`config.mk`:
```
export PLATFORM = sky130hd
export DESIGN_NAME = sosBeacon
export DESIGN_NICKNAME = d
export VERILOG_FILES = /design/src/common/sosPkg.sv /design/src/hw/morse/morseLetter.sv /design/src/hw/morse/sosSequencer.sv /design/src/hw/msTimer.sv /design/src/hw/sosBeacon.sv
export SDC_FILE = /design/constraint.sdc
export NUM_CORES = 1
export LEC_CHECK = 0
export BUFFER_PORTS_ARGS = -buffer_cell sky130_fd_sc_hd__buf_2
export CAP_MARGIN = 15
export CORE_MARGIN = 3
export CORE_UTILIZATION = 45
export CTS_CLUSTER_DIAMETER = 100
export DETAILED_ROUTE_END_ITERATION = 10
export PLACE_DENSITY = 0.62
export SYNTH_ARGS = -nofsm -noshare
export SYNTH_HDL_FRONTEND = slang
export SYNTH_HIERARCHICAL = 1
export SYNTH_SLANG_ARGS = --single-unit
```
`constraint.sdc`:
```
create_clock -name CLK -period 5.7 [get_ports CLK]
set_input_delay 1.71 -clock CLK [delete_from_list [all_inputs] [get_ports CLK]]
set_output_delay 1.71 -clock CLK [all_outputs]
set_load 0.01 [all_outputs]
```
`src/common/sosPkg.sv`:
```
// ================================================
// Shared types and Morse timing for the SOS beacon
// Every duration is carried in milliseconds and is
// turned into clock cycles by the millisecond timer
// ================================================

package sosPkg;

    // Longest duration is a 300 ms dash
    localparam int MsWidth = 10;

    typedef logic [MsWidth-1:0] msT;

    // Mark lengths
    localparam msT DotMs  = msT'(100);
    localparam msT DashMs = msT'(300);

    // Space lengths
    localparam msT ElemGapMs   = msT'(50);   // Between elements of a letter
    localparam msT LetterGapMs = msT'(150);  // After the last element

    // S and O both have three elements
    localparam int ElemsPerLetter = 3;

    // One letter request from the sequencer to the letter player.
    // The gap between elements is fixed, so only the mark length and
    // the trailing space travel with the request.
    typedef struct packed {
        msT markMs;       // Length of every mark in the letter
        msT lastSpaceMs;  // Space after the final mark
    } letterReqT;

endpackage

```
`src/hw/morse/morseLetter.sv`:
```
// ================================================
// Letter player
// Plays one Morse letter of three equal marks. Each
// mark is followed by the element gap, the last one
// by the requested letter space, then letterDone
// ================================================

`timescale 1ns/1ps

module morseLetter (
    input  logic              CLK,
    input  logic              RSTn,
    input  logic              letterGo,
    input  sosPkg::letterReqT letterReq,
    input  logic              expire,
    output logic              load,
    output sosPkg::msT        loadMs,
    output logic              buzzerN,
    output logic              letterDone
);

    localparam int ElemWidth = $clog2(sosPkg::ElemsPerLetter);

    typedef enum logic [1:0] {
        Idle,
        Mark,
        Space
    } phaseT;

    phaseT                phase;
    logic [ElemWidth-1:0] elemCnt;  // Element now playing
    sosPkg::letterReqT    reqQ;
    logic                 lastElem;
    logic                 finalExpire;

    assign lastElem    = (elemCnt == ElemWidth'(sosPkg::ElemsPerLetter - 1));
    assign finalExpire = expire && (phase == Space) && lastElem;
    assign letterDone  = finalExpire;
    assign load        = letterGo || (expire && (phase != Idle) && !finalExpire);

    // Duration of the phase that starts with this load
    always_comb begin
        if (letterGo) begin
            loadMs = letterReq.markMs;
        end else if (phase == Mark) begin
            loadMs = lastElem ? reqQ.lastSpaceMs : sosPkg::ElemGapMs;
        end else begin
            loadMs = reqQ.markMs;
        end
    end

    always_ff @(posedge CLK) begin
        if (letterGo) begin
            reqQ <= letterReq;
        end
    end

    always_ff @(posedge CLK or negedge RSTn) begin
        if (!RSTn) begin
            phase   <= Idle;
            elemCnt <= '0;
            buzzerN <= 1'b1;
        end else if (letterGo) begin
            phase   <= Mark;
            elemCnt <= '0;
            buzzerN <= 1'b0;  // First mark starts now
        end else if (expire) begin
            case (phase)
                Mark: begin
                    phase   <= Space;
                    buzzerN <= 1'b1;
                end
                Space: begin
                    if (lastElem) begin
                        phase <= Idle;  // Letter finished
                    end else begin
                        phase   <= Mark;
                        elemCnt <= elemCnt + ElemWidth'(1);
                        buzzerN <= 1'b0;
                    end
                end
                default: phase <= Idle;
            endcase
        end
    end

    // The sequencer may only chain a letter onto the final space
    assert property (@(posedge CLK) disable iff (!RSTn)
        letterGo |-> (phase == Idle) || finalExpire);

endmodule

```
`src/hw/morse/sosSequencer.sv`:
```
// ================================================
// SOS message sequencer
// A start pulse in idle plays S, O, S through the
// letter player, chaining each letter on the
// letterDone of the previous one, then pulses done
// ================================================

`timescale 1ns/1ps

module sosSequencer (
    input  logic              CLK,
    input  logic              RSTn,
    input  logic              start,
    input  logic              letterDone,
    output logic              letterGo,
    output sosPkg::letterReqT letterReq,
    output logic              busy,
    output logic              done
);

    typedef enum logic [2:0] {
        Idle,
        FirstS,
        OhLetter,
        LastS,
        Finish
    } stateT;

    stateT state;
    stateT stateNext;

    always_comb begin
        stateNext = state;
        letterGo  = 1'b0;
        case (state)
            Idle: begin
                if (start) begin
                    stateNext = FirstS;
                    letterGo  = 1'b1;
                end
            end
            FirstS: begin
                if (letterDone) begin
                    stateNext = OhLetter;
                    letterGo  = 1'b1;
                end
            end
            OhLetter: begin
                if (letterDone) begin
                    stateNext = LastS;
                    letterGo  = 1'b1;
                end
            end
            LastS: begin
                if (letterDone) begin
                    stateNext = Finish;  // No more letters
                end
            end
            default: stateNext = Idle;   // Finish
        endcase
    end

    // Only the O that follows the first S is made of dashes
    assign letterReq.markMs      = (state == FirstS) ? sosPkg::DashMs : sosPkg::DotMs;
    assign letterReq.lastSpaceMs = sosPkg::LetterGapMs;

    assign done = (state == Finish);
    assign busy = (state == FirstS) || (state == OhLetter) || (state == LastS);

    always_ff @(posedge CLK or negedge RSTn) begin
        if (!RSTn) begin
            state <= Idle;
        end else begin
            state <= stateNext;
        end
    end

    // Letters finish only while a message is playing
    assert property (@(posedge CLK) disable iff (!RSTn)
        letterDone |-> busy);

endmodule

```
`src/hw/msTimer.sv`:
```
// ================================================
// Millisecond phase timer
// A load pulse starts a phase of loadMs milliseconds
// and expire pulses in its last cycle. A new load
// in that cycle chains the next phase with no gap
// ================================================

`timescale 1ns/1ps

module msTimer #(
    parameter int TicksPerMs = 50000
) (
    input  logic       CLK,
    input  logic       RSTn,
    input  logic       load,
    input  sosPkg::msT loadMs,
    output logic       expire
);

    localparam int TickWidth = (TicksPerMs > 1) ? $clog2(TicksPerMs) : 1;

    logic [TickWidth-1:0] tickCnt;  // Cycles within the current ms
    sosPkg::msT           msLeft;   // Milliseconds still to run
    logic                 active;
    logic                 lastTick;

    assign lastTick = (tickCnt == TickWidth'(TicksPerMs - 1));
    assign expire   = active && lastTick && (msLeft == sosPkg::msT'(1));

    always_ff @(posedge CLK or negedge RSTn) begin
        if (!RSTn) begin
            active  <= 1'b0;
            tickCnt <= '0;
            msLeft  <= '0;
        end else if (load) begin
            active  <= 1'b1;  // Restart both counters
            tickCnt <= '0;
            msLeft  <= loadMs;
        end else if (expire) begin
            active  <= 1'b0;
            tickCnt <= '0;
        end else if (active) begin
            if (lastTick) begin
                tickCnt <= '0;
                msLeft  <= msLeft - sosPkg::msT'(1);
            end else begin
                tickCnt <= tickCnt + TickWidth'(1);
            end
        end
    end

    // A new phase starts only from idle or in the last cycle of the current one
    assert property (@(posedge CLK) disable iff (!RSTn)
        load |-> !active || expire);

    // A zero length phase would never expire
    assert property (@(posedge CLK) disable iff (!RSTn)
        load |-> loadMs != '0);

endmodule

```
`src/hw/sosBeacon.sv`:
```
// ================================================
// SOS distress beacon top level
// One start pulse plays S-O-S once on the active
// low buzzer pin and ends with a done pulse.
// TicksPerMs is the clock cycle count of one ms
// ================================================

`timescale 1ns/1ps

module sosBeacon #(
    parameter int TicksPerMs = 50000
) (
    input  logic CLK,
    input  logic RSTn,
    input  logic start,
    output logic buzzerN,
    output logic busy,
    output logic done
);

    logic              letterGo;
    logic              letterDone;
    sosPkg::letterReqT letterReq;
    logic              load;
    sosPkg::msT        loadMs;
    logic              expire;

    sosSequencer uSequencer (
        .CLK        (CLK),
        .RSTn       (RSTn),
        .start      (start),
        .letterDone (letterDone),
        .letterGo   (letterGo),
        .letterReq  (letterReq),
        .busy       (busy),
        .done       (done)
    );

    morseLetter uLetter (
        .CLK        (CLK),
        .RSTn       (RSTn),
        .letterGo   (letterGo),
        .letterReq  (letterReq),
        .expire     (expire),
        .load       (load),
        .loadMs     (loadMs),
        .buzzerN    (buzzerN),
        .letterDone (letterDone)
    );

    msTimer #(
        .TicksPerMs (TicksPerMs)
    ) uTimer (
        .CLK    (CLK),
        .RSTn   (RSTn),
        .load   (load),
        .loadMs (loadMs),
        .expire (expire)
    );

endmodule

```
==> results.tsv, run 1 <==
metric	value	unit
status	completed	
Slew Viols, Final	0	
post-CTS setup repair buffer count	0	
Final Setup Violations	0	
Fillers	606	
synth top area cells	dfrtp_1 27%, edfxtp_1 19%, buf_4 4.3%	
distinct cell type count after synthesis	64	
core footprint	6530	um2
Final Hold Fails	0	
Die ar.	8000	um2
routability-driven placement congestion ratio	0.795	
initial core utilization	0.480	
Async SR Flop Fraction	0.636	
synthesized cell area	3130	um2
pre-CTS WS	1.79	ns
clock skew	0.00804	ns
GRT Overall Usage	0.162	
Resized Gates After CTS	0	
YS warnings	6	
kind of critical path	reg2reg	
commonest non-fill, non-tap cell in the layout	dfrtp_1	
crit path time final	3.93	ns
initial antenna violation count	0	
crit path max fanout	18	
Port-buffer cells	5	
Vias/cell	5.64	
cts bufs inserted	5	
Post-Syn Instances	307	
final net count	317	
Setup crit end kind	flop	
number of synthesized register bits	55	
EDFF count, synth	20	
Reg clk slew, reported paths	0.10	ns
P&R area growth vs syn	4.75	%
first-pass GRT wire length	10100	um
worst hold path type	reg2reg	
PnR worst setup slack	1.77	ns
RSZ-0062 raised after global routing	no	
Power Density	225	nW/um2
drt initial violations	145	
DR pass1 iterations	4	
startpoint types	flop	
Syn Area/Cell	10.2	um2
Critical Path AT	4.17	ns
fin crit share	0.690	
Worst IR Drop VDD	98.9	uV
CTS tree	done	
sequential cell area fraction in the yosys report	0.471	
die width	89.5	um
Static Leak	0.00131	uW
H-tree Lvls	2	
total power	739	uW
antenna-violating nets left	0	
# rows	29	
clock buffer depth	2	
Post-CTS Hold Fix Bufs	0	
largest net degree at the start of global routing	41	
Final HPWL DP	3920	um
Primary FF master, synth	dfrtp_1	
final core utilization	0.503	
top cell type by total area after synthesis	dfrtp_1	
commonest non-fill, non-tap cells in the layout	34 x dfrtp_1, 27 x nor2_1, 22 x nand2_1	
Congestion Overflow GR	0	
max frequency	0.254	GHz
top-area cell type share of the netlist area	0.271	
setup TNS	0	ns
drt wl/cell	14.9	um
Clock Latency Late Sink	0.31	ns
I/O pin count	6	
Antenna Cells	0	
number of global-route vias before repair	2064	
drt drc	0	
worst-margin pin slew	0.779	ns
Via Count	2165	
CTS Sinks	55	
share of layout cells above drive strength 1	0.107	
CTS root buf	clkbuf_8	
slew margin rel.	0.481	
Die Ht	89.5	um
Critical Path RT	5.94	ns
drt total wl	5710	um
Max Cap Violations	0	
-- layout make-up --
type / count / area, um2 / share of cell area
multi-input cells: 224 / 1480 / 0.452
well taps: 77 / 96.3 / 0.0293
inverters: 13 / 48.8 / 0.0149
repair buffers: 7 / 40.0 / 0.0122
clock buffers: 5 / 68.8 / 0.0210
flip-flops and latches: 55 / 1480 / 0.450
clock inverters: 3 / 67.6 / 0.0206
-- worst paths after layout --
check | startpoint | to | slack [ns] | depth (start not counted)
hold reg to reg | uLetter/buzzerN$_DFFE_PN1P_ | uLetter/buzzerN$_DFFE_PN1P_ | 0.55 | 2
max in group asynchronous | RSTn | uTimer/tickCnt[6]$_DFFE_PN0P_ | 3.73 | 1
setup reg to reg | uTimer/msLeft[4]$_DFFE_PN0P_ | uTimer/tickCnt[15]$_DFFE_PN0P_ | 1.77 | 12
hold / removal | uLetter/buzzerN$_DFFE_PN1P_ | uLetter/buzzerN$_DFFE_PN1P_ | 0.55 | 2
min in group asynchronous | RSTn | uTimer/tickCnt[5]$_DFFE_PN0P_ | 1.46 | 1
setup / recovery | uTimer/msLeft[4]$_DFFE_PN0P_ | uTimer/tickCnt[15]$_DFFE_PN0P_ | 1.77 | 12
-- logic make-up after synthesis --
| kind of cell | synth area share |
|---|---|
| simple gates | 0.255 |
| flops | 0.471 |
| compound gates | 0.126 |
| buf+inv | 0.0774 |
| fa+ha+maj | 0.0319 |
| xor+xnor | 0.0196 |
| mux | 0.0160 |
| other cells | 0.00240 |
-- state kept, by name, summed over array words and instances, names as in the netlist --
signal	cells
uLetter/reqQ	20
uTimer/tickCnt	16
uTimer/msLeft	10
uSequencer/state	3
uLetter/elemCnt	2
uLetter/phase	2
uLetter/buzzerN	1
uTimer/active	1
-- per-stage QoR --
stage | hold WS, ns | cell area (um2) | cells
final | 0.554 | 3280 | 384
after global placement | 0.522 | 3150 | 376
after detailed placement | 0.542 | 3150 | 376
after CTS | 0.558 | 3280 | 384
after floorplan | 0.468 | 3190 | 322
after global routing | 0.583 | 3280 | 384
-- where the power goes --
group	internal [uW]	switching [uW]	leakage, uW
registers	412	3.02	0.000622
clock network	175	132	0.0000644
logic	5.30	12.1	0.000619
total	592	147	0.00131
-- Yosys cell counts (all sizes together) (3+ instances only) --
cell type / count
nand2: 22
nand4: 5
or2: 5
buf: 24
clkbuf: 6
edfxtp: 20
nand3: 15
o311ai: 7
nor3: 3
nand4b: 4
and4: 3
o31ai: 3
or4: 5
nor2: 27
a21oi: 5
and3b: 4
ha: 8
and3: 4
nand2b: 8
o21ai: 8
nor2b: 9
xor2: 5
nor4: 4
a31oi: 12
dfrtp: 34
or3: 8
inv: 13
-- layer usage --
layer | vias up | global-route usage | part of all wire
met5 | - | 0 | 0
met4 | 0 | 0.0419 | 0.014
met3 | 7 | 0.0304 | 0.026
met2 | 33 | 0.247 | 0.44
met1 | 1032 | 0.236 | 0.52
li1 | 1093 | - | -
-- critical path, stage by stage, from the launching register on --
cell	delay, ns
dfrtp_1	0.45
or4_1	0.60
nor4_2	0.43
and2_1	0.39
and3_2	0.29
nand3b_1	0.15
o22ai_4	0.19
a31o_1	0.12
buf_4	0.22
o2111ai_1	0.14
or3_1	0.38
or3_1	0.36
a21oi_1	0.14
(Power assumes the default switching activity.)
==> inputs of run 2 (changes only) <==
--- a/config.mk
+++ b/config.mk
@@ -11,7 +11,7 @@
 export CORE_UTILIZATION = 45
 export CTS_CLUSTER_DIAMETER = 100
 export DETAILED_ROUTE_END_ITERATION = 10
-export PLACE_DENSITY = 0.62
+export PLACE_DENSITY = 0.65
 export SYNTH_ARGS = -nofsm -noshare
 export SYNTH_HDL_FRONTEND = slang
 export SYNTH_HIERARCHICAL = 1
==> constraint.sdc (replaced) <==
create_clock -name CLK -period 3.55 [get_ports CLK]
set_input_delay 1.065 -clock CLK [delete_from_list [all_inputs] [get_ports CLK]]
set_output_delay 1.065 -clock CLK [all_outputs]
set_load 0.01 [all_outputs]
==> run 2 against run 1 <==
Effect of this change:
- die area stayed put
- combinational power is 74% higher
- wire length is 6.3% higher
- first-iteration DRC count is 24% lower
- count of clock-buffer cells in the layout stayed put
- utilization is 0.79 points higher
- clock power is 21% higher
- largest cell class unchanged
- largest power group unchanged
==> results.tsv, run 2 (same netlist as run 1, synthesis figures left out) <==
metric	value	unit	change
status	completed		unchanged
# rows	29		unchanged
initial core utilization	0.480		unchanged
P_sw	250	uW	was 147 uW
clock buffer depth	2		unchanged
Final HPWL DP	4220	um	was 3920 um
die width	89.5	um	unchanged
drt drc	0		unchanged
Die Ht	89.5	um	unchanged
Post-CTS Hold Fix Bufs	0		unchanged
H-tree Lvls	2		unchanged
drt wl/cell	15.6	um	was 14.9 um
CP top delay family	simple AND/OR/NAND/NOR gates		unchanged
Slew Viols, Final	0		unchanged
Int Pwr	818	uW	was 592 uW
crit path max fanout	17		was 18
dpl cell area	3210	um2	was 3150 um2
cts bufs inserted	5		unchanged
crit path time final	3.33	ns	was 3.93 ns
worst path bufs/invs	1		unchanged
reg2reg path depth	12		unchanged
final net count	321		was 317
reg-to-reg critical path endpoint	uTimer/tickCnt[7]$_DFFE_PN0P_		was uTimer/tickCnt[15]$_DFFE_PN0P_
final instance area	3330	um2	was 3280 um2
drt total wl	6070	um	was 5710 um
startpoint types	flop		unchanged
worst-path cell chain	ha_1 > and4_1 > and4_1 > and2_4 > and3_4 > mux2i_1 > o22ai_4 > a31o_1 > buf_6 > a41oi_1 > nand2_1 > o311ai_0		was or4_1 > nor4_2 > and2_1 > and3_2 > nand3b_1 > o22ai_4 > a31o_1 > buf_4 > o2111ai_1 > or3_1 > or3_1 > a21oi_1
hold worst-path end	uLetter/buzzerN$_DFFE_PN1P_		unchanged
Worst path most repeated cell	and4_1		was or3_1
fin crit share	0.939		was 0.690
Hold WS	0.550	ns	was 0.554 ns
kind of critical path	reg2reg		unchanged
slowest cell delay on critical path	0.45	ns	was 0.60 ns
reg2reg start	uTimer/tickCnt[0]$_DFFE_PN0P_		was uTimer/msLeft[4]$_DFFE_PN0P_
commonest non-fill, non-tap cells in the layout	34 x dfrtp_1, 27 x nor2_1, 22 x nand2_1		unchanged
Clock Latency Late Sink	0.31	ns	about the same
routability-driven placement congestion ratio	0.796		was 0.795
Power Density	320	nW/um2	was 225 nW/um2
number of global-route vias before repair	2143		was 2064
RSZ-0062 raised after global routing	no		unchanged
worst-margin pin slew	0.804	ns	was 0.779 ns
Vias/cell	5.68		was 5.64
CTS Sinks	55		unchanged
P&R area growth vs syn	6.39	%	was 4.75%
Max Cap Violations	0		unchanged
sequential share of power	0.624		was 0.561
antenna-violating nets left	0		unchanged
largest net degree at the start of global routing	41		unchanged
clock skew	0.0105	ns	was 0.00804 ns
DR pass1 iterations	4		unchanged
Final Hold Fails	0		unchanged
slew margin rel.	0.464		was 0.481
I/O pin count	6		unchanged
Combinational Power Share	0.028		was 0.024
WHS Path Cells	2		unchanged
share of layout cells above drive strength 1	0.145		was 0.107
core footprint	6530	um2	unchanged
initial antenna violation count	0		unchanged
Final Setup Violations	0		unchanged
max reg flops	20		unchanged
GRT Overall Usage	0.167		was 0.162
CTS tree	done		unchanged
Congestion Overflow GR	0		unchanged
worst hold path type	reg2reg		unchanged
slowest stage cell, crit path	o311ai_0		was or4_1
Critical Path RT	3.72	ns	was 5.94 ns
commonest non-fill, non-tap cell in the layout	dfrtp_1		unchanged
drt initial violations	110		was 145
flop-to-flop setup slack	0.22	ns	was 1.77 ns
Via Count	2205		was 2165
final core utilization	0.511		was 0.503
Net Sw Frac	0.234		was 0.198
largest reg by FF count	uLetter/reqQ		unchanged
min-delay src	uLetter/buzzerN$_DFFE_PN1P_		unchanged
clock share of power	0.347		was 0.415
Reg clk slew, reported paths	0.11	ns	was 0.10 ns
first-pass GRT wire length	10400	um	was 10100 um
Die ar.	8000	um2	unchanged
max frequency	0.300	GHz	was 0.254 GHz
Worst IR Drop VDD	221	uV	was 98.9 uV
Port-buffer cells	5		unchanged
Critical Path AT	3.51	ns	was 4.17 ns
biggest registers after layout	uLetter/reqQ: 20 flops, uTimer/tickCnt: 16 flops, uTimer/msLeft: 10 flops		unchanged
Antenna Cells	0		unchanged
Static Leak	0.00131	uW	about the same
CTS root buf	clkbuf_8		unchanged
Setup crit end kind	flop		unchanged
## run 2: worst max-delay path by stage
stage,startpoint,endpoint,cells past startpoint
after floorplan,uTimer/msLeft[1]$_DFFE_PN0P_,uTimer/tickCnt[15]$_DFFE_PN0P_,16
after global placement,uTimer/tickCnt[0]$_DFFE_PN0P_,uTimer/tickCnt[14]$_DFFE_PN0P_,12
after detailed placement,uTimer/msLeft[4]$_DFFE_PN0P_,uTimer/tickCnt[14]$_DFFE_PN0P_,12
after CTS,uTimer/tickCnt[0]$_DFFE_PN0P_,uTimer/tickCnt[7]$_DFFE_PN0P_,12
after global routing,uTimer/tickCnt[0]$_DFFE_PN0P_,uTimer/tickCnt[7]$_DFFE_PN0P_,12
final,uTimer/tickCnt[0]$_DFFE_PN0P_,uTimer/tickCnt[7]$_DFFE_PN0P_,12
## run 2: power by group through the flow
stage / sequential (uW) / combinational [uW] / clock [uW]
after floorplan: 679 / 31.2 / 0
after global placement: 680 / 29.4 / 0
after detailed placement: 680 / 30.0 / 0
after CTS: 667 / 30.1 / 389
after global routing: 668 / 36.2 / 410
final: 667 / 30.2 / 371
## run 2: cell type report
cell class	count	area, um2
fillers	591	3200
multi-input cells	224	1540
flip-flops and latches	55	1480
well taps	77	96.3
repair buffers	11	73.8
clock buffers	5	68.8
inverters	13	52.6
clock inverters	3	28.8
## run 2: what timing repair did
item,CTS,global route
gates resized for setup,0,4
buffers inserted,0,1
setup endpoints to repair,0,11
## run 2: per-layer routing
layer | wire (um) | global-route usage | up-vias | part of all wire
li1 | - | - | 1099 | -
met1 | 2960 | 0.236 | 1074 | 0.49
met2 | 2880 | 0.269 | 27 | 0.47
met3 | 169 | 0.0286 | 5 | 0.028
met4 | 54 | 0.0406 | 0 | 0.0089
met5 | 0 | 0 | - | 0
## run 2: through the flow
stage / instances / total power, uW / setup TNS (ns) / setup slack, ns
final: 388 / 1070 / 0 / 0.217
after global routing: 388 / 1110 / 0 / 0.000819
after CTS: 387 / 1090 / 0 / 0.129
after detailed placement: 379 / 710 / 0 / 0.177
after global placement: 379 / 709 / 0 / 0.258
after floorplan: 322 / 710 / -0.960 / -0.371
## run 2: tightest hold or removal path, delay by kind of cell (launching register included)
| kind | cells | cell delay, ns |
|---|---|---|
| DFF | 1 | 0.39 |
| buffers and inverters | 1 | 0.09 |
| AOI/OAI and AO/OA | 1 | 0.07 |
